--- config.mk ---
export PLATFORM = sky130hd
export DESIGN_NAME = hc_channel_top
export DESIGN_NICKNAME = d
export VERILOG_FILES = /design/src/hc_cfg_pkg.sv /design/src/hc_msg_pkg.sv /design/src/hc_chan_fifo.sv /design/src/hc_channel_top.sv /design/src/hc_csr_regs.sv /design/src/hc_tester.sv
export SDC_FILE = /design/constraint.sdc
export NUM_CORES = 1
export LEC_CHECK = 0
export BUFFER_PORTS_ARGS = -buffer_cell sky130_fd_sc_hd__buf_2
export CAP_MARGIN = 30
export CORE_ASPECT_RATIO = 1.75
export CORE_MARGIN = 10
export CORE_UTILIZATION = 36
export CTS_CLUSTER_DIAMETER = 50
export DETAILED_ROUTE_END_ITERATION = 8
export PLACE_DENSITY = 0.54
export RECOVER_POWER = 100
export SKIP_LAST_GASP = 1
export SYNTH_ARGS = -nofsm -noshare
export SYNTH_HDL_FRONTEND = slang
export SYNTH_SLANG_ARGS = --single-unit
--- constraint.sdc ---
create_clock -name clk -period 13.3 [get_ports clk]
set_clock_uncertainty 0.2 [all_clocks]
set_input_delay 0.665 -clock clk [delete_from_list [all_inputs] [get_ports clk]]
set_output_delay 0.665 -clock clk [all_outputs]
set_load 0.01 [all_outputs]
--- src/hc_cfg_pkg.sv ---
// Host-channel configuration definitions
// CSR map, test mode encoding, FIFO sizing and counter widths

package hc_cfg_pkg;

    // CSR port sizing
    localparam int HC_CSR_ADDR_W = 2;
    localparam int HC_CSR_DATA_W = 64;

    // Register addresses
    localparam logic [HC_CSR_ADDR_W-1:0] HC_CSR_CTRL = 2'd0;
    // Write-only with mode in bits 1..0 and source count in bits 32..2
    localparam logic [HC_CSR_ADDR_W-1:0] HC_CSR_TEST = 2'd1;
    // Read-only completed test count
    localparam logic [HC_CSR_ADDR_W-1:0] HC_CSR_DONE = 2'd2;

    // Tester modes
    typedef enum logic [1:0]
    {
        NORMAL   = 2'd0,
        SINK     = 2'd1,
        SOURCE   = 2'd2,
        LOOPBACK = 2'd3
    } t_hc_mode;

    // Counter widths
    localparam int HC_COUNT_W = 31;
    localparam int HC_DONE_W  = 16;

    // Channel FIFO sizing with a power-of-two depth
    localparam int HC_FIFO_DEPTH = 8;
    localparam int HC_FIFO_PTR_W = 3;

endpackage

--- src/hc_msg_pkg.sv ---
// Host-channel message definitions
// Line format shared by the FIFOs, the tester and the top level

package hc_msg_pkg;

    // One host message line
    localparam int HC_LINE_W = 64;

    // Low 32 bits carry test payload in the test modes,
    // bit 0 marks the last line of a test
    typedef logic [HC_LINE_W-1:0] t_hc_line;

endpackage

--- src/hc_chan_fifo.sv ---
// Host channel FIFO
// First-word-fall-through circular buffer of message lines,
// used for both the receive and the transmit direction

`timescale 1ns/1ps

module hc_chan_fifo
    import hc_cfg_pkg::*;
    import hc_msg_pkg::*;
(
    input  logic     clk,
    input  logic     reset,
    input  logic     push,
    input  t_hc_line push_data,
    input  logic     pop,
    output t_hc_line pop_data,
    output logic     not_empty,
    output logic     not_full
);

    t_hc_line                 mem [HC_FIFO_DEPTH];
    logic [HC_FIFO_PTR_W-1:0] wr_ptr;
    logic [HC_FIFO_PTR_W-1:0] rd_ptr;
    // One extra bit to tell full from empty
    logic [HC_FIFO_PTR_W:0]   count;

    // Line storage
    always_ff @(posedge clk)
    begin
        if (push)
            mem[wr_ptr] <= push_data;
    end

    // Pointers wrap on their own since depth is a power of two
    always_ff @(posedge clk)
    begin
        if (reset)
        begin
            wr_ptr <= '0;
            rd_ptr <= '0;
            count  <= '0;
        end
        else
        begin
            if (push)
                wr_ptr <= wr_ptr + 1'b1;
            if (pop)
                rd_ptr <= rd_ptr + 1'b1;
            // Simultaneous push and pop leaves occupancy unchanged
            case ({push, pop})
                2'b10:   count <= count + 1'b1;
                2'b01:   count <= count - 1'b1;
                default: count <= count;
            endcase
        end
    end

    // Oldest line is always on the output
    assign pop_data  = mem[rd_ptr];
    assign not_empty = (count != '0);
    assign not_full  = (count != (HC_FIFO_PTR_W+1)'(HC_FIFO_DEPTH));

    assert property (@(posedge clk) disable iff (reset) push |-> not_full)
        else $error("Push into full channel FIFO");

    assert property (@(posedge clk) disable iff (reset) pop |-> not_empty)
        else $error("Pop from empty channel FIFO");

endmodule

--- src/hc_channel_top.sv ---
// Host-channel top level
// Register block, receive and transmit FIFOs and the test node

`timescale 1ns/1ps

module hc_channel_top
    import hc_cfg_pkg::*;
    import hc_msg_pkg::*;
(
    input  logic                     clk,
    input  logic                     reset,

    // CSR port
    input  logic                     csr_wr_en,
    input  logic [HC_CSR_ADDR_W-1:0] csr_addr,
    input  logic [HC_CSR_DATA_W-1:0] csr_wr_data,
    output logic [HC_CSR_DATA_W-1:0] csr_rd_data,

    // Host receive side
    input  logic                     host_rx_valid,
    input  t_hc_line                 host_rx_data,
    output logic                     host_rx_full,

    // Host transmit side
    output logic                     host_tx_valid,
    output t_hc_line                 host_tx_data,
    input  logic                     host_tx_rdy,

    // Client side
    output t_hc_line                 client_rx_data,
    output logic                     client_rx_rdy,
    input  logic                     client_rx_enable,
    input  t_hc_line                 client_tx_data,
    output logic                     client_tx_rdy,
    input  logic                     client_tx_enable
);

    // Register block to tester
    logic                  user_chan_en;
    t_hc_mode              test_req_mode;
    logic [HC_COUNT_W-1:0] test_req_count;
    logic                  test_done;

    // FIFO to tester
    t_hc_line rx_data;
    logic     rx_rdy;
    logic     rx_enable;
    logic     rx_not_full;
    t_hc_line tx_data;
    logic     tx_rdy;
    logic     tx_enable;
    logic     tx_pop;

    assign host_rx_full = !rx_not_full;
    // Host takes a line whenever one is shown and it is ready
    assign tx_pop       = host_tx_valid && host_tx_rdy;

    hc_csr_regs u_regs (
        .clk            (clk),
        .reset          (reset),
        .csr_wr_en      (csr_wr_en),
        .csr_addr       (csr_addr),
        .csr_wr_data    (csr_wr_data),
        .test_done      (test_done),
        .csr_rd_data    (csr_rd_data),
        .user_chan_en   (user_chan_en),
        .test_req_mode  (test_req_mode),
        .test_req_count (test_req_count)
    );

    hc_chan_fifo u_rx_fifo (
        .clk       (clk),
        .reset     (reset),
        .push      (host_rx_valid),
        .push_data (host_rx_data),
        .pop       (rx_enable),
        .pop_data  (rx_data),
        .not_empty (rx_rdy),
        .not_full  (rx_not_full)
    );

    hc_chan_fifo u_tx_fifo (
        .clk       (clk),
        .reset     (reset),
        .push      (tx_enable),
        .push_data (tx_data),
        .pop       (tx_pop),
        .pop_data  (host_tx_data),
        .not_empty (host_tx_valid),
        .not_full  (tx_rdy)
    );

    hc_tester u_tester (
        .clk              (clk),
        .reset            (reset),
        .user_chan_en     (user_chan_en),
        .test_req_mode    (test_req_mode),
        .test_req_count   (test_req_count),
        .client_rx_data   (client_rx_data),
        .client_rx_rdy    (client_rx_rdy),
        .client_rx_enable (client_rx_enable),
        .client_tx_data   (client_tx_data),
        .client_tx_rdy    (client_tx_rdy),
        .client_tx_enable (client_tx_enable),
        .rx_data          (rx_data),
        .rx_rdy           (rx_rdy),
        .rx_enable        (rx_enable),
        .tx_data          (tx_data),
        .tx_rdy           (tx_rdy),
        .tx_enable        (tx_enable),
        .test_done        (test_done)
    );

endmodule

--- src/hc_csr_regs.sv ---
// Host-channel register block
// Holds the user-channel enable, turns TEST writes into one-cycle
// tester requests and counts completed tests

`timescale 1ns/1ps

module hc_csr_regs
    import hc_cfg_pkg::*;
(
    input  logic                     clk,
    input  logic                     reset,
    input  logic                     csr_wr_en,
    input  logic [HC_CSR_ADDR_W-1:0] csr_addr,
    input  logic [HC_CSR_DATA_W-1:0] csr_wr_data,
    input  logic                     test_done,
    output logic [HC_CSR_DATA_W-1:0] csr_rd_data,
    output logic                     user_chan_en,
    output t_hc_mode                 test_req_mode,
    output logic [HC_COUNT_W-1:0]    test_req_count
);

    logic [HC_DONE_W-1:0] done_count;

    // Control register and test request
    always_ff @(posedge clk)
    begin
        if (reset)
        begin
            user_chan_en  <= 1'b0;
            test_req_mode <= NORMAL;
        end
        else
        begin
            // Request lasts one cycle, then drops back to idle
            test_req_mode <= NORMAL;
            if (csr_wr_en && (csr_addr == HC_CSR_CTRL))
                user_chan_en <= csr_wr_data[0];
            if (csr_wr_en && (csr_addr == HC_CSR_TEST))
                test_req_mode <= t_hc_mode'(csr_wr_data[1:0]);
        end
    end

    // Count only matters while a request is up
    always_ff @(posedge clk)
    begin
        if (csr_wr_en && (csr_addr == HC_CSR_TEST))
            test_req_count <= csr_wr_data[HC_COUNT_W+1:2];
    end

    // Completed test counter that wraps
    always_ff @(posedge clk)
    begin
        if (reset)
            done_count <= '0;
        else if (test_done)
            done_count <= done_count + 1'b1;
    end

    // TEST and unmapped addresses read back zero
    always_comb
    begin
        case (csr_addr)
            HC_CSR_CTRL: csr_rd_data = HC_CSR_DATA_W'(user_chan_en);
            HC_CSR_DONE: csr_rd_data = HC_CSR_DATA_W'(done_count);
            default:     csr_rd_data = '0;
        endcase
    end

    // A zero-length source test would never end
    assert property (@(posedge clk) disable iff (reset)
        (test_req_mode == SOURCE) |-> (test_req_count != '0))
        else $error("SOURCE request with zero count");

endmodule

--- src/hc_tester.sv ---
// Host-channel test node
// Sits between the client and the channel FIFOs. Passes lines through
// in normal mode and runs sink, source or loopback tests on request

`timescale 1ns/1ps

module hc_tester
    import hc_cfg_pkg::*;
    import hc_msg_pkg::*;
(
    input  logic                  clk,
    input  logic                  reset,
    input  logic                  user_chan_en,
    input  t_hc_mode              test_req_mode,
    input  logic [HC_COUNT_W-1:0] test_req_count,

    // Client receive path
    output t_hc_line              client_rx_data,
    output logic                  client_rx_rdy,
    input  logic                  client_rx_enable,

    // Client transmit path
    input  t_hc_line              client_tx_data,
    output logic                  client_tx_rdy,
    input  logic                  client_tx_enable,

    // Receive FIFO side
    input  t_hc_line              rx_data,
    input  logic                  rx_rdy,
    output logic                  rx_enable,

    // Transmit FIFO side
    output t_hc_line              tx_data,
    input  logic                  tx_rdy,
    output logic                  tx_enable,

    output logic                  test_done
);

    t_hc_mode              mode;
    logic [HC_COUNT_W-1:0] source_count;

    // Routing per mode
    always_comb
    begin
        // Data wires follow the normal path unless a test overrides them
        client_rx_data = rx_data;
        tx_data        = client_tx_data;
        client_rx_rdy  = 1'b0;
        client_tx_rdy  = 1'b0;
        rx_enable      = 1'b0;
        tx_enable      = 1'b0;
        test_done      = 1'b0;

        case (mode)
            SINK:
            begin
                // Consume host lines, only while the end line can be sent
                rx_enable = rx_rdy && tx_rdy;
                test_done = rx_enable && rx_data[0];
                // Single line out when the test ends
                tx_enable = test_done;
            end

            SOURCE:
            begin
                // Host lines wait in the receive FIFO
                // Count in the low bits, bit 0 flags the last line
                tx_data[31:0] = {source_count, (source_count == HC_COUNT_W'(1))};
                tx_enable     = tx_rdy;
                test_done     = tx_rdy && (source_count == HC_COUNT_W'(1));
            end

            LOOPBACK:
            begin
                // Take a line only if it can go straight back
                rx_enable     = rx_rdy && tx_rdy;
                tx_data[31:0] = rx_data[31:0];
                tx_enable     = rx_enable;
                test_done     = rx_enable && rx_data[0];
            end

            default:
            begin
                // Plain pass-through
                client_rx_rdy = rx_rdy;
                rx_enable     = client_rx_enable;
                // Client transmit only when the user channel is on
                client_tx_rdy = tx_rdy && user_chan_en;
                tx_enable     = client_tx_enable;
            end
        endcase
    end

    // Source counter
    // reloaded outside SOURCE, stalls under back-pressure
    always_ff @(posedge clk)
    begin
        if (mode != SOURCE)
            source_count <= test_req_count;
        else if (tx_rdy)
            source_count <= source_count - 1'b1;
    end

    // Mode register
    always_ff @(posedge clk)
    begin
        if (reset)
            mode <= NORMAL;
        else if (test_req_mode != NORMAL)
            // Request is held for one cycle only
            mode <= test_req_mode;
        else if (test_done)
            mode <= NORMAL;
    end

    // Holds for the client path too, which relies on the enable protocol
    assert property (@(posedge clk) disable iff (reset) tx_enable |-> tx_rdy)
        else $error("Push into transmit FIFO without tx_rdy");

endmodule
Yosys cells after proc, flatten, opt, wreduce, memory -nomap -nowiden --
Memories as Yosys holds them, arrays and structs flattened. A register that Yosys moved wholly into a read port is not among the register bits. Index checks and enable logic that the tools add are counted.
Storage, ports and cells: bits in registers 103, RAM bits 1024, input port bits 201, output and inout port bits 196, word-level logic and storage cells 78, memories kept 2
Cells by class: add/sub/neg operators 10, equality and inequality tests 13, muxes and demuxes 21, bitwise operators 1, reductions and logical operators 19
Memory list:
- u_rx_fifo.mem | words 8, bits a word 64, rd ports 1, clocked after Yosys merged registers in 1, wr ports 1, line hc_chan_fifo.sv:21 | t_hc_line mem [HC_FIFO_DEPTH];
- u_tx_fifo.mem | words 8, bits a word 64, rd ports 1, clocked after Yosys merged registers in 1, wr ports 1, line hc_chan_fifo.sv:21
Operators with widths (count):
- $pmux W32 S2 | 1
- $mux W31 | 2
- $pmux W16 S2 | 1
- $eq A31 B1 Y1 const B | 1
- $sub A31 B1 Y31 const B | 1
- $add A16 B1 Y16 const B | 1
- $pmux W4 S2 | 2
- $add A3 B1 Y3 const B | 4
- $mux W3 | 4
- $eq A2 B2 Y1 const B | 5
- $reduce_bool A2 Y1 | 5
- $add A4 B1 Y4 const B | 2
- $eq A2 B1 Y1 const B | 4
- $ne A4 B4 Y1 const B | 2
- $reduce_bool A4 Y1 | 2
- $sub A4 B1 Y4 const B | 2
- $logic_and A1 B1 Y1 | 7
- $mux W1 | 6
- $mux W2 | 2
- $pmux W1 S2 | 2
- $reduce_or A2 Y1 | 2
- $pmux W1 S3 | 1
- $reduce_or A3 Y1 | 1
- $logic_not A2 Y1 | 1
- 3 further kinds | 3

Logic depth before layout (Yosys ltp) --
Gate-level depths: netlist of the first run.
depth after elaboration 6, gate-level depth with buffers 14

Cells and area by module --
A second synthesis of the first run with hierarchy kept.
Second synthesis, totals: cells, all modules 2241, area total of the unflattened synthesis 45412.3 µm²
By module, submodules not included:
- hc_chan_fifo | instances 2, cells each 810, area each 19840.3 µm²
- hc_tester | instances 1, cells each 430, area each 3472.1 µm²
- hc_csr_regs | instances 1, cells each 189, area each 2249.7 µm²
- hc_channel_top | instances 1, cells each 2, area each 10.0 µm²

Least setup slack after synthesis of the first run --
OpenSTA, ideal clock, no wires.
path type register -> register, start register with a tool-made name, end memory u_tx_fifo.mem[1][0] (netlist name) (enable), library setup time 667 ps, data arrival time 8993 ps, required time 12433 ps, path slack 3440 ps, cell stages (with the launch flop) 9, buffers on the path 3, path through dfxtp_1 -> clkbuf_1 -> clkbuf_1 -> a2111oi_0 -> or4b_2 -> clkbuf_1 -> a31oi_1 -> inv_1 -> nor4b_1
RTL lines (line):
- to (decl) | hc_chan_fifo.sv:21

==> results.ini, run 1 <==
[synth]
postSynthCellCount=2150
synth-edff-count=1086
yosys.area.top_type_share=0.7315
synth.top_cells.by_area=sky130_fd_sc_hd__edfxtp_1 73%, sky130_fd_sc_hd__mux4_2 13%, sky130_fd_sc_hd__mux2_2 3.4%, sky130_fd_sc_hd__dfxtp_1 2.1%, sky130_fd_sc_hd__mux2i_1 1.5%
ys.flop_type=sky130_fd_sc_hd__edfxtp_1
synth.avg_cell_area_um2=20.74
synth-async-reset-ratio=0
postSynthRegisterBits=1133
post-synth-top-area-cell=sky130_fd_sc_hd__edfxtp_1
yosys.cell_types.count=49
synth-seq-area-share=0.7526
synth.cell_area_mm2=0.04458
yosys_warnings=0

[power_and_ir_drop]
irDropWorstVdd_uv=151.1
total_leakage_power_nw=16.29
cellPowerDensity_mw_per_mm2=161.7
cell_internal_pwr_mw=6.375
p_sw_frac=0.2439
combinationalPowerShare=0.149
pwr-share-seq=0.493
clock_share_of_power=0.358
p_total_mw=8.432
switching_power_mw=2.056

[global_route]
first_pass_grt_wire_length_mm=160.7
number_of_global_route_vias_before_repair=23680
grt.total_usage=0.1561
gr-total-overflow=0
grt_start_max_net_pins=108
grt_antenna_before_repair=41

[place]
place_hpwl_mm=67.01
placed_cells_incl_taps=4037
io_buffer_count=317
placed_area_mm2=0.04809
preCtsSetupSlack_ns=8.096
gp_congestion=0.7188

[clocking]
cts.root.buffer_cell=sky130_fd_sc_hd__clkbuf_16
post_cts.resized_instances=0
tritoncts=built
cts_buffers=104
worst_skew_pair.late_latency_ns=0.71
clkSinkCount=1133
htreeDepth=3
clock_path_buffers=3
post_cts_clock_slew_at_the_launch_and_capture_registers_of_the_worst_setup_and_hold_paths_ns=0.06

[layout]
mostFrequentLayoutCell=sky130_fd_sc_hd__edfxtp_1
layoutNonFillerInstCount=4344
synthToLayoutAreaGrowth_pct=16.94
final_net_count=2827
postLayoutCoreUtil=0.4240
fillCellCount=11060
layout_common_cells=1,086 x sky130_fd_sc_hd__edfxtp_1, 263 x sky130_fd_sc_hd__clkbuf_1, 254 x sky130_fd_sc_hd__mux4_2, 106 x sky130_fd_sc_hd__clkbuf_16, 100 x sky130_fd_sc_hd__buf_2
post-route-cell-area_mm2=0.05213
final_layout_size_suffix_gt1_frac=0.2289

[run_status]
violated_checks=max-capacitance violations, max-slew violations
outcome=complete, but fails checks

[critical_path]
start_kind=flip-flop
worstPathRequired_ns=13.41
critical_path_arrival_ns=7.99
setup.worst_path.end_class=flip-flop
worst_r2r_path_cells=6
path_type_of_the_worst_setup_path=reg2reg
critical_path_peak_fanout=61

[die]
die_height_um=485.5
starting_density_of_the_core=0.3626
floorplan.rows=170
die_x_um=286.0
placeable_area_mm2=0.1229
die_area_mm2=0.1389
io_pins=397

[routing]
vias_per_cell=5.035
vias=21870
drt_drc_violations_left=0
drt-pass1-iter-count=5
postRouteAntennaNets=0
drtIter0Drc=1456
finalWirelength_mm=109.6
detail_route.wl_per_cell_um=25.22

[timing]
timing.slew.headroom=-1.489
slew_violations=1041
slew_worst_pin_ns=3.734
rsz_0062_raised_after_global_routing=no
timing.final.setup_violations=0
hold_slack_ns=0.05911
share_of_the_cycle_needed_by_the_critical_path_after_routing=0.5920
timing_limited_maximum_frequency_ghz=0.1270
final.setup.tns_ns=0
finalWorstSetupSlack_ns=5.426
report.final.hold_viol_count=0
period_needed_ns=7.874

[min_path]
worst_hold_path.num_cells=3
holdCritPathClass=in2reg

[job]
cap_viol_max_count=31

cell usage after synthesis, types with 2 or more instances:
master,number
sky130_fd_sc_hd__xnor2_1,18
sky130_fd_sc_hd__and3_1,5
sky130_fd_sc_hd__clkbuf_1,65
sky130_fd_sc_hd__nor3b_1,5
sky130_fd_sc_hd__inv_1,46
sky130_fd_sc_hd__o21ai_0,40
sky130_fd_sc_hd__and2_1,18
sky130_fd_sc_hd__edfxtp_1,1086
sky130_fd_sc_hd__dfxtp_1,47
sky130_fd_sc_hd__mux4_2,254
sky130_fd_sc_hd__or3_1,14
sky130_fd_sc_hd__or4_1,5
sky130_fd_sc_hd__a21o_1,6
sky130_fd_sc_hd__ha_1,13
sky130_fd_sc_hd__nor4_1,11
sky130_fd_sc_hd__xor2_1,21
sky130_fd_sc_hd__nand2_1,53
sky130_fd_sc_hd__nand2b_1,9
sky130_fd_sc_hd__a21oi_1,31
sky130_fd_sc_hd__nand4_1,4
sky130_fd_sc_hd__nand3b_1,4
sky130_fd_sc_hd__buf_4,48
sky130_fd_sc_hd__a31oi_1,2
sky130_fd_sc_hd__mux2_2,133
sky130_fd_sc_hd__or4b_2,2
sky130_fd_sc_hd__nand3_1,16
sky130_fd_sc_hd__buf_1,34
sky130_fd_sc_hd__nor2_1,43
sky130_fd_sc_hd__mux2i_1,69
sky130_fd_sc_hd__nor4b_1,3
sky130_fd_sc_hd__nor2b_1,7
sky130_fd_sc_hd__nor3_1,14
sky130_fd_sc_hd__o31ai_1,4
sky130_fd_sc_hd__o22ai_1,2
sky130_fd_sc_hd__or2_2,2
sky130_fd_sc_hd__or4_4,3
per-layer routing:
layer  share of wire  global-route usage  vias up
li1                -                   -     9588
met4           0.021             0.04771       42
met2            0.48              0.2533      651
met5          0.0023                   0        -
met3           0.074             0.04347      168
met1            0.42              0.2018    11430
critical path, cell delays in order, from the launching register on:
cell and delay [ns]:
sky130_fd_sc_hd__dfxtp_1 2.40, sky130_fd_sc_hd__a2111oi_0 0.29, sky130_fd_sc_hd__or4b_2 0.88, sky130_fd_sc_hd__a31oi_1 0.56
sky130_fd_sc_hd__nand2_1 0.22, sky130_fd_sc_hd__nor2_1 1.98, sky130_fd_sc_hd__buf_4 0.88
what timing repair did:
action,4_1_cts,5_1_grt
endpoints found under the hold margin,528,0
setup endpoints to repair,0,0
buffers inserted,0,0
hold buffers,99,0
layout make-up:
type                    instances  area (um2)  area share
well taps                    1634        2044     0.03922
diodes                         19       47.55   0.0009120
flip-flops and latches       1133       33570      0.6439
clock inverters                58       681.9     0.01308
clock buffers                 127        2731     0.05239
inverters                      46       172.7    0.003312
multi-input cells             869       10280      0.1973
repair buffers                458        2600     0.04987
cells by family after synthesis:
group | share of synthesized area
multiplexers | 0.1774
AND/OR/NAND/NOR | 0.02624
adder cells (fa/ha/maj) | 0.004098
buffers and inverters | 0.02066
flip-flops | 0.7526
other | 0.00008412
AO/OA/AOI/OAI | 0.01123
XOR/XNOR | 0.007662
registers in the layout (all words and copies together) (netlist names), named ones only:
register / flops
u_tx_fifo.wr_ptr: 3
u_tester.mode: 2
u_tx_fifo.count: 4
u_regs.test_req_mode: 2
u_tx_fifo.rd_ptr: 3
u_regs.user_chan_en: 1
u_tx_fifo.mem: 512
u_rx_fifo.rd_ptr: 3
u_rx_fifo.mem: 512
u_tester.source_count: 31
u_regs.test_req_count: 31
u_rx_fifo.wr_ptr: 3
u_regs.done_count: 16
u_rx_fifo.count: 4
power groups by stage:
stage | registers [mW] | clock network [mW] | logic, mW
6_report | 4.16 | 3.02 | 1.26
3_5_place_dp | 4.24 | 0 | 1.27
4_1_cts | 4.16 | 3.10 | 1.31
3_3_place_gp | 4.22 | 0 | 1.25
2_1_floorplan | 4.17 | 0 | 0.880
5_1_grt | 4.18 | 3.23 | 1.37
path summary, 6_finish.rpt:
| check | from | endpoint | slack, ns |
|---|---|---|---|
| worst max-delay path | flip-flop | u_tx_fifo.mem[7][37]$_DFFE_PP_ | 5.43 |
| worst min-delay path | csr_wr_data[0] | u_regs.user_chan_en$_SDFFE_PP0P_ | 0.06 |
| worst max register to register | flip-flop | u_tx_fifo.mem[7][37]$_DFFE_PP_ | 5.43 |
| worst min register to register | u_regs.test_req_mode[1]$_SDFF_PP0_ | u_tester.mode[1]$_SDFFE_PP0P_ | 0.27 |
(Power assumes the default switching activity.)
==> run 2: changes to the inputs <==
--- a/config.mk
+++ b/config.mk
@@ -5,6 +5,7 @@
 export SDC_FILE = /design/constraint.sdc
 export NUM_CORES = 1
 export LEC_CHECK = 0
+export ABC_AREA = 1
 export BUFFER_PORTS_ARGS = -buffer_cell sky130_fd_sc_hd__buf_2
 export CAP_MARGIN = 30
 export CORE_ASPECT_RATIO = 1.75
==> constraint.sdc (replaced) <==
create_clock -name clk -period 7.9 [get_ports clk]
set_clock_uncertainty 0.2 [all_clocks]
set_input_delay 0.395 -clock clk [delete_from_list [all_inputs] [get_ports clk]]
set_output_delay 0.395 -clock clk [all_outputs]
set_load 0.01 [all_outputs]
==> run 2 against run 1 <==
Effect of this change: die area up 2.8%; critical endpoint is now client_rx_data[14]; hold slack worse by 0.0058 ns; routed wire length up 14%; sequential power up 67%; the flow still finishes with violations (max-capacitance violations, max-slew violations); cell area up 2.6%; clock power up 69%; sequential share of layout area down 1.6 points; final cell count up 36%; combinational power up 93%; global-route usage up 1.2 points; via count up 37%.
==> results.ini, run 2 <==
[critical_path]
critPathBufInv=4
path_type_of_the_worst_setup_path=reg2out
reg2reg_slack_ns=1.80
cpMaxStageDelayCell=sky130_fd_sc_hd__dfxtp_1
rr_endpoint=u_tx_fifo.mem[3][26]$_DFFE_PP_
start_kind=flip-flop
worst-path-stages=7
cpMostUsedCell=sky130_fd_sc_hd__buf_4
setup.worst_path.end_class=output port
worst_r2r_path_cells=9
worst_path_dominant_cell_family=buffers and inverters
path_cells=inv_6, buf_4, buf_4, o21ai_0, o211ai_1, o21a_1, clkbuf_1
critical_path_peak_fanout=115
worstPathRequired_ns=7.30
timing.critical_path.slowest_cell_delay_ns=1.87
critical_path_arrival_ns=5.56

[run_status]
outcome=complete, but fails checks
violated_checks=max-capacitance violations, max-slew violations

[die]
placeable_area_mm2=0.1268
starting_density_of_the_core=0.3618
die_x_um=289.9
die_area_mm2=0.1427
floorplan.rows=173
io_pins=397
die_height_um=492.3

[place]
place_hpwl_mm=74.25
io_buffer_count=317
preCtsSetupSlack_ns=3.272
gp_congestion=0.8136

[layout]
final_layout_size_suffix_gt1_frac=0.07306
synthToLayoutAreaGrowth_pct=16.54
biggestRegsByFlops=u_rx_fifo.mem (512), u_tx_fifo.mem (512)
mostFrequentLayoutCell=sky130_fd_sc_hd__edfxtp_1
layout_common_cells=1,086 x sky130_fd_sc_hd__edfxtp_1, 952 x sky130_fd_sc_hd__nor2_1, 507 x sky130_fd_sc_hd__o21ai_0, 276 x sky130_fd_sc_hd__clkbuf_1, 197 x sky130_fd_sc_hd__nand2_1
final_net_count=4345
fillCellCount=11900

[min_path]
holdCritPathClass=in2reg
worst_hold_path.num_cells=3
hold-path-endpoint=u_tx_fifo.mem[2][30]$_DFFE_PP_
hold_path.startpoint=client_tx_data[30]

[synth]
synth.top_cells.by_area=sky130_fd_sc_hd__edfxtp_1 71%, sky130_fd_sc_hd__nor2_1 7.9%, sky130_fd_sc_hd__o21ai_0 5.5%, sky130_fd_sc_hd__dfxtp_1 2.1%, sky130_fd_sc_hd__o22ai_1 1.7%
ys.flop_type=sky130_fd_sc_hd__edfxtp_1
synth-seq-area-share=0.7311
yosys.area.top_type_share=0.7106
synth-async-reset-ratio=0
synth.cell_area_mm2=0.04589
yosys_warnings=0
yosys.cell_types.count=47
postSynthCellCount=3724
synth_top_cells_by_count=1,086 x sky130_fd_sc_hd__edfxtp_1, 961 x sky130_fd_sc_hd__nor2_1, 500 x sky130_fd_sc_hd__o21ai_0
synth.avg_cell_area_um2=12.32
synth_most_common_cell=sky130_fd_sc_hd__edfxtp_1
post-synth-top-area-cell=sky130_fd_sc_hd__edfxtp_1
synth-edff-count=1086
postSynthRegisterBits=1133

[power_and_ir_drop]
cellPowerDensity_mw_per_mm2=270.7
pwr-share-seq=0.480
p_total_mw=14.48
cell_internal_pwr_mw=10.39
irDropWorstVdd_uv=188.8
total_leakage_power_nw=17.69
clock_share_of_power=0.352
p_sw_frac=0.2823
combinationalPowerShare=0.168
switching_power_mw=4.087

[timing]
share_of_the_cycle_needed_by_the_critical_path_after_routing=0.7796
period_needed_ns=6.159
report.final.hold_viol_count=0
timing_limited_maximum_frequency_ghz=0.1624
final.setup.tns_ns=0
timing.final.setup_violations=0
finalWorstSetupSlack_ns=1.741
slew_violations=817
timing.slew.headroom=-1.642
slew_worst_pin_ns=3.963
rsz_0062_raised_after_global_routing=no

[global_route]
first_pass_grt_wire_length_mm=184.1
grt_antenna_before_repair=33
grt_start_max_net_pins=201
number_of_global_route_vias_before_repair=28960
gr-total-overflow=0
grt.total_usage=0.1683

[clocking]
clkSinkCount=1133
cts_hold_buffers=151
cts.root.buffer_cell=sky130_fd_sc_hd__clkbuf_16
post_cts_clock_slew_at_the_launch_and_capture_registers_of_the_worst_setup_and_hold_paths_ns=0.06
htreeDepth=3
cts_buffers=108
clock_path_buffers=3
post-cts-setup-buffers=0
tritoncts=built
worst_skew_pair.late_latency_ns=0.71
post_cts.resized_instances=0

[routing]
drtIter0Drc=2064
vias_per_cell=5.070
finalWirelength_mm=125.3
postRouteAntennaNets=0
detail_route.wl_per_cell_um=21.27
drt_drc_violations_left=0
vias=29870
drt-pass1-iter-count=5

[job]
cap_viol_max_count=21

[run 2: changes by cell type after synthesis, moves of 40 or more]
| cell | change |
|---|---|
| sky130_fd_sc_hd__nor2_1 | +918 |
| sky130_fd_sc_hd__o21ai_0 | +460 |
| sky130_fd_sc_hd__mux4_2 | -254 |
| sky130_fd_sc_hd__nand2_1 | +144 |
| sky130_fd_sc_hd__mux2_2 | -133 |
| sky130_fd_sc_hd__o22ai_1 | +126 |
| sky130_fd_sc_hd__a31oi_1 | +100 |
| sky130_fd_sc_hd__mux2i_1 | -69 |
| sky130_fd_sc_hd__clkbuf_1 | +66 |
| sky130_fd_sc_hd__nand3_1 | +53 |
| sky130_fd_sc_hd__inv_1 | +44 |
| sky130_fd_sc_hd__o211ai_1 | +44 |
| sky130_fd_sc_hd__buf_2 | +40 |
[run 2: worst reg2reg max path, stage by stage (launching register included)]
cell and delay, ns:
sky130_fd_sc_hd__dfxtp_1 1.87, sky130_fd_sc_hd__inv_6 0.83, sky130_fd_sc_hd__nand2_1 0.35, sky130_fd_sc_hd__nand3_1 0.11, sky130_fd_sc_hd__nand3_2 0.17, sky130_fd_sc_hd__nand4_1 0.21
sky130_fd_sc_hd__nand2_1 0.24, sky130_fd_sc_hd__nand2_1 0.28, sky130_fd_sc_hd__nor2_4 0.64, sky130_fd_sc_hd__buf_4 0.81
[run 2: worst max path at each step]
stage	slack, ns	to	start
5_1_grt	1.32	u_tx_fifo.mem[0][26]$_DFFE_PP_	flip-flop
3_3_place_gp	3.30	u_tx_fifo.mem[3][32]$_DFFE_PP_	flip-flop
2_1_floorplan	3.32	u_tx_fifo.mem[1][0]$_DFFE_PP_	flip-flop
3_5_place_dp	3.27	u_tx_fifo.mem[3][30]$_DFFE_PP_	flip-flop
4_1_cts	2.64	client_rx_data[14]	flip-flop
6_report	1.74	client_rx_data[14]	flip-flop
[run 2: layout make-up]
| class | count | area [um2] | share of cell area |
|---|---|---|---|
| clock inverter | 66 | 626.9 | 0.01172 |
| sequential | 1133 | 33560 | 0.6275 |
| tap | 1662 | 2079 | 0.03888 |
| clock buffer | 130 | 2849 | 0.05327 |
| timing repair buffer | 514 | 3164 | 0.05917 |
| multi-input combinational | 2273 | 10770 | 0.2015 |
| antenna | 14 | 35.03 | 0.0006551 |
| inverter | 100 | 392.9 | 0.007346 |
[run 2: per-layer routing]
metal,track usage,vias to the layer above,share of wire
met4,0.05453,34,0.025
met2,0.2751,893,0.47
met5,0,-,0.0018
met3,0.03849,194,0.069
met1,0.2192,14590,0.43
li1,-,14160,-
[run 2: power groups by stage]
stage / clock, mW / combinational (mW) / sequential (mW)
2_1_floorplan: 0 / 1.59 / 6.98
3_3_place_gp: 0 / 2.41 / 7.08
3_5_place_dp: 0 / 2.45 / 7.08
4_1_cts: 5.21 / 2.53 / 6.95
5_1_grt: 5.41 / 2.73 / 6.98
6_report: 5.09 / 2.43 / 6.96
[run 2: logic make-up after synthesis]
group	share of synthesized area
adders and majority gates	0.003981
DFF	0.7311
xor gates and xnor gates	0.004008
other	0.00008171
AOI/OAI and AO/OA	0.1082
and+or+nand+nor	0.1142
buffers and inverters	0.03836
[run 2: stage by stage]
step	utilization	std cells	instance area [um2]	hold WS, ns
4_1_cts	0.4251	5877	53920	0.003670
3_3_place_gp	0.3851	5527	48850	0.2377
5_1_grt	0.4215	5883	53460	0.07033
6_report	0.4216	5892	53480	0.05328
2_1_floorplan	-	3771	46070	0.2124
3_5_place_dp	0.3858	5530	48930	0.2405
==> run 3: changes to the inputs <==
--- a/config.mk
+++ b/config.mk
@@ -13,7 +13,7 @@
 export CORE_UTILIZATION = 36
 export CTS_CLUSTER_DIAMETER = 50
 export DETAILED_ROUTE_END_ITERATION = 8
-export PLACE_DENSITY = 0.54
+export PLACE_DENSITY = 0.56
 export RECOVER_POWER = 100
 export SKIP_LAST_GASP = 1
 export SYNTH_ARGS = -nofsm -noshare
==> constraint.sdc (replaced) <==
create_clock -name clk -period 5.63 [get_ports clk]
set_clock_uncertainty 0.2 [all_clocks]
set_input_delay 0.2815 -clock clk [delete_from_list [all_inputs] [get_ports clk]]
set_output_delay 0.2815 -clock clk [all_outputs]
set_load 0.01 [all_outputs]
==> run 3 against run 2 <==
Effect of this change: the flow still finishes with violations (max-capacitance violations, max-slew violations); final cell count increased by 0.61%; critical path depth unchanged; sequential power increased by 39%; core utilization increased by 0.24 points; total power increased by 41%; sequential share of layout area decreased by 0.35 points; cell area increased by 0.58%; worst setup slack got worse by 0.92 ns; clock power increased by 43%; die area unchanged; clock-buffer cell count increased by 4.
==> results.ini, run 3 (synthesized netlist as in run 2, its figures left out) <==
[run_status]
outcome=complete, but fails checks
violated_checks=max-capacitance violations, max-slew violations

[global_route]
grt.total_usage=0.1701
first_pass_grt_wire_length_mm=187.6
grt_start_max_net_pins=173
number_of_global_route_vias_before_repair=29480
grt_antenna_before_repair=30
gr-total-overflow=0

[timing]
period_needed_ns=4.813
hold_slack_ns=0.1012
share_of_the_cycle_needed_by_the_critical_path_after_routing=0.8549
slew_violations=840
rsz_0062_raised_after_global_routing=no
timing_limited_maximum_frequency_ghz=0.2078
finalWorstSetupSlack_ns=0.8171
report.final.hold_viol_count=0
slew_worst_pin_ns=2.908
timing.final.setup_violations=0
timing.slew.headroom=-0.9385
final.setup.tns_ns=0

[critical_path]
cpMostUsedCell=sky130_fd_sc_hd__clkbuf_2
critPathBufInv=4
path_cells=inv_2, clkbuf_2, clkbuf_2, o21ai_0, o22ai_1, o21a_1, clkbuf_1
setup.worst_path.end_class=output port
timing.critical_path.slowest_cell_delay_ns=1.23
start_kind=flip-flop
path_type_of_the_worst_setup_path=reg2out
worstPathRequired_ns=5.15
worst_path_dominant_cell_family=buffers and inverters
critical_path_arrival_ns=4.33
critical_path_peak_fanout=55
cpMaxStageDelayCell=sky130_fd_sc_hd__clkbuf_2

[power_and_ir_drop]
cellPowerDensity_mw_per_mm2=380.6
clock_share_of_power=0.355
total_leakage_power_nw=17.88
combinationalPowerShare=0.173
switching_power_mw=5.821
pwr-share-seq=0.472
irDropWorstVdd_uv=317.2
p_sw_frac=0.2843
cell_internal_pwr_mw=14.65

[die]
placeable_area_mm2=0.1268
floorplan.rows=173
starting_density_of_the_core=0.3618
die_area_mm2=0.1427
die_x_um=289.9
io_pins=397
die_height_um=492.3

[layout]
multiInputGateArea_mm2=0.01075
mostFrequentLayoutCell=sky130_fd_sc_hd__edfxtp_1
synthToLayoutAreaGrowth_pct=17.21
final_layout_size_suffix_gt1_frac=0.07823
post-route-cell-area_mm2=0.05379
layoutNonFillerInstCount=5928
biggestRegsByFlops=u_rx_fifo.mem (512), u_tx_fifo.mem (512)
sequential_cell_area_mm2=0.03356
final_net_count=4369
layout_common_cells=1,086 x sky130_fd_sc_hd__edfxtp_1, 955 x sky130_fd_sc_hd__nor2_1, 502 x sky130_fd_sc_hd__o21ai_0, 260 x sky130_fd_sc_hd__clkbuf_1, 198 x sky130_fd_sc_hd__nand2_1
fillCellCount=11910

[routing]
drtIter0Drc=2410
drt_drc_violations_left=0
detail_route.wl_per_cell_um=21.25
drt-pass1-iter-count=5
vias_per_cell=5.132
finalWirelength_mm=126.0
vias=30430
postRouteAntennaNets=0

[place]
gp_congestion=0.7928
placed_cells_incl_taps=5533
io_buffer_count=317
place_hpwl_mm=73.11
preCtsSetupSlack_ns=1.731
placed_area_mm2=0.04909

[clocking]
tritoncts=built
worst_skew_pair.late_latency_ns=0.71
post_cts_clock_slew_at_the_launch_and_capture_registers_of_the_worst_setup_and_hold_paths_ns=0.06
htreeDepth=3
cts_buffers=112
clock_path_buffers=3
clkSinkCount=1133
cts.root.buffer_cell=sky130_fd_sc_hd__clkbuf_16

[min_path]
holdCritPathClass=in2reg

[job]
cap_viol_max_count=22

==> run 3: final timing paths <==
path                                                        from                                to  slack [ns]  depth (start not counted)
worst max-delay path                                   flip-flop                client_rx_data[31]        0.82                          7
worst min-delay path                           client_tx_data[2]     u_tx_fifo.mem[5][2]$_DFFE_PP_        0.10                          3
worst max register to register                         flip-flop    u_tx_fifo.mem[0][38]$_DFFE_PP_        0.88                          9
worst min register to register  u_tx_fifo.rd_ptr[2]$_SDFFE_PP0N_  u_tx_fifo.rd_ptr[2]$_SDFFE_PP0N_        0.24                          1
==> run 3: final cells by class <==
class | instances | share of cell area
sequential | 1133 | 0.6240
multi-input combinational | 2273 | 0.1999
timing repair buffer | 534 | 0.06283
clock buffer | 134 | 0.05499
tap | 1662 | 0.03866
clock inverter | 70 | 0.01135
inverter | 100 | 0.007304
antenna | 22 | 0.001023
==> run 3: what timing repair did <==
item                                    CTS  global route
resized for setup                         0             0
buffers inserted                          0             0
endpoints found under the hold margin  1085             0
hold buffers                            168             0
==> run 3: metal layers <==
layer	track usage	up-vias	part of all wire
li1	-	14210	-
met1	0.2224	14990	0.43
met2	0.2721	998	0.46
met3	0.04845	190	0.085
met4	0.05082	30	0.022
met5	0	-	0.0015
==> run 3: stage by stage <==
step / power, mW / utilization
after floorplan: 12.03 / -
after global placement: 13.34 / 0.3869
after detailed placement: 13.38 / 0.3870
after CTS: 20.76 / 0.4284
after global routing: 21.38 / 0.4237
final: 20.47 / 0.4241
==> run 3: power groups by stage <==
| stage | registers [mW] | clock network (mW) | logic [mW] |
|---|---|---|---|
| 2_1_floorplan | 9.79 | 0 | 2.24 |
| 3_3_place_gp | 9.83 | 0 | 3.51 |
| 3_5_place_dp | 9.84 | 0 | 3.55 |
| 4_1_cts | 9.66 | 7.43 | 3.67 |
| 5_1_grt | 9.69 | 7.71 | 3.97 |
| 6_report | 9.67 | 7.27 | 3.54 |
==> run 3: tightest hold or removal path, delay by kind of cell <==
family,cells,cell delay [ns]
AOI/OAI and AO/OA,1,0.35
buffers and inverters,1,0.08
and+or+nand+nor,1,0.05
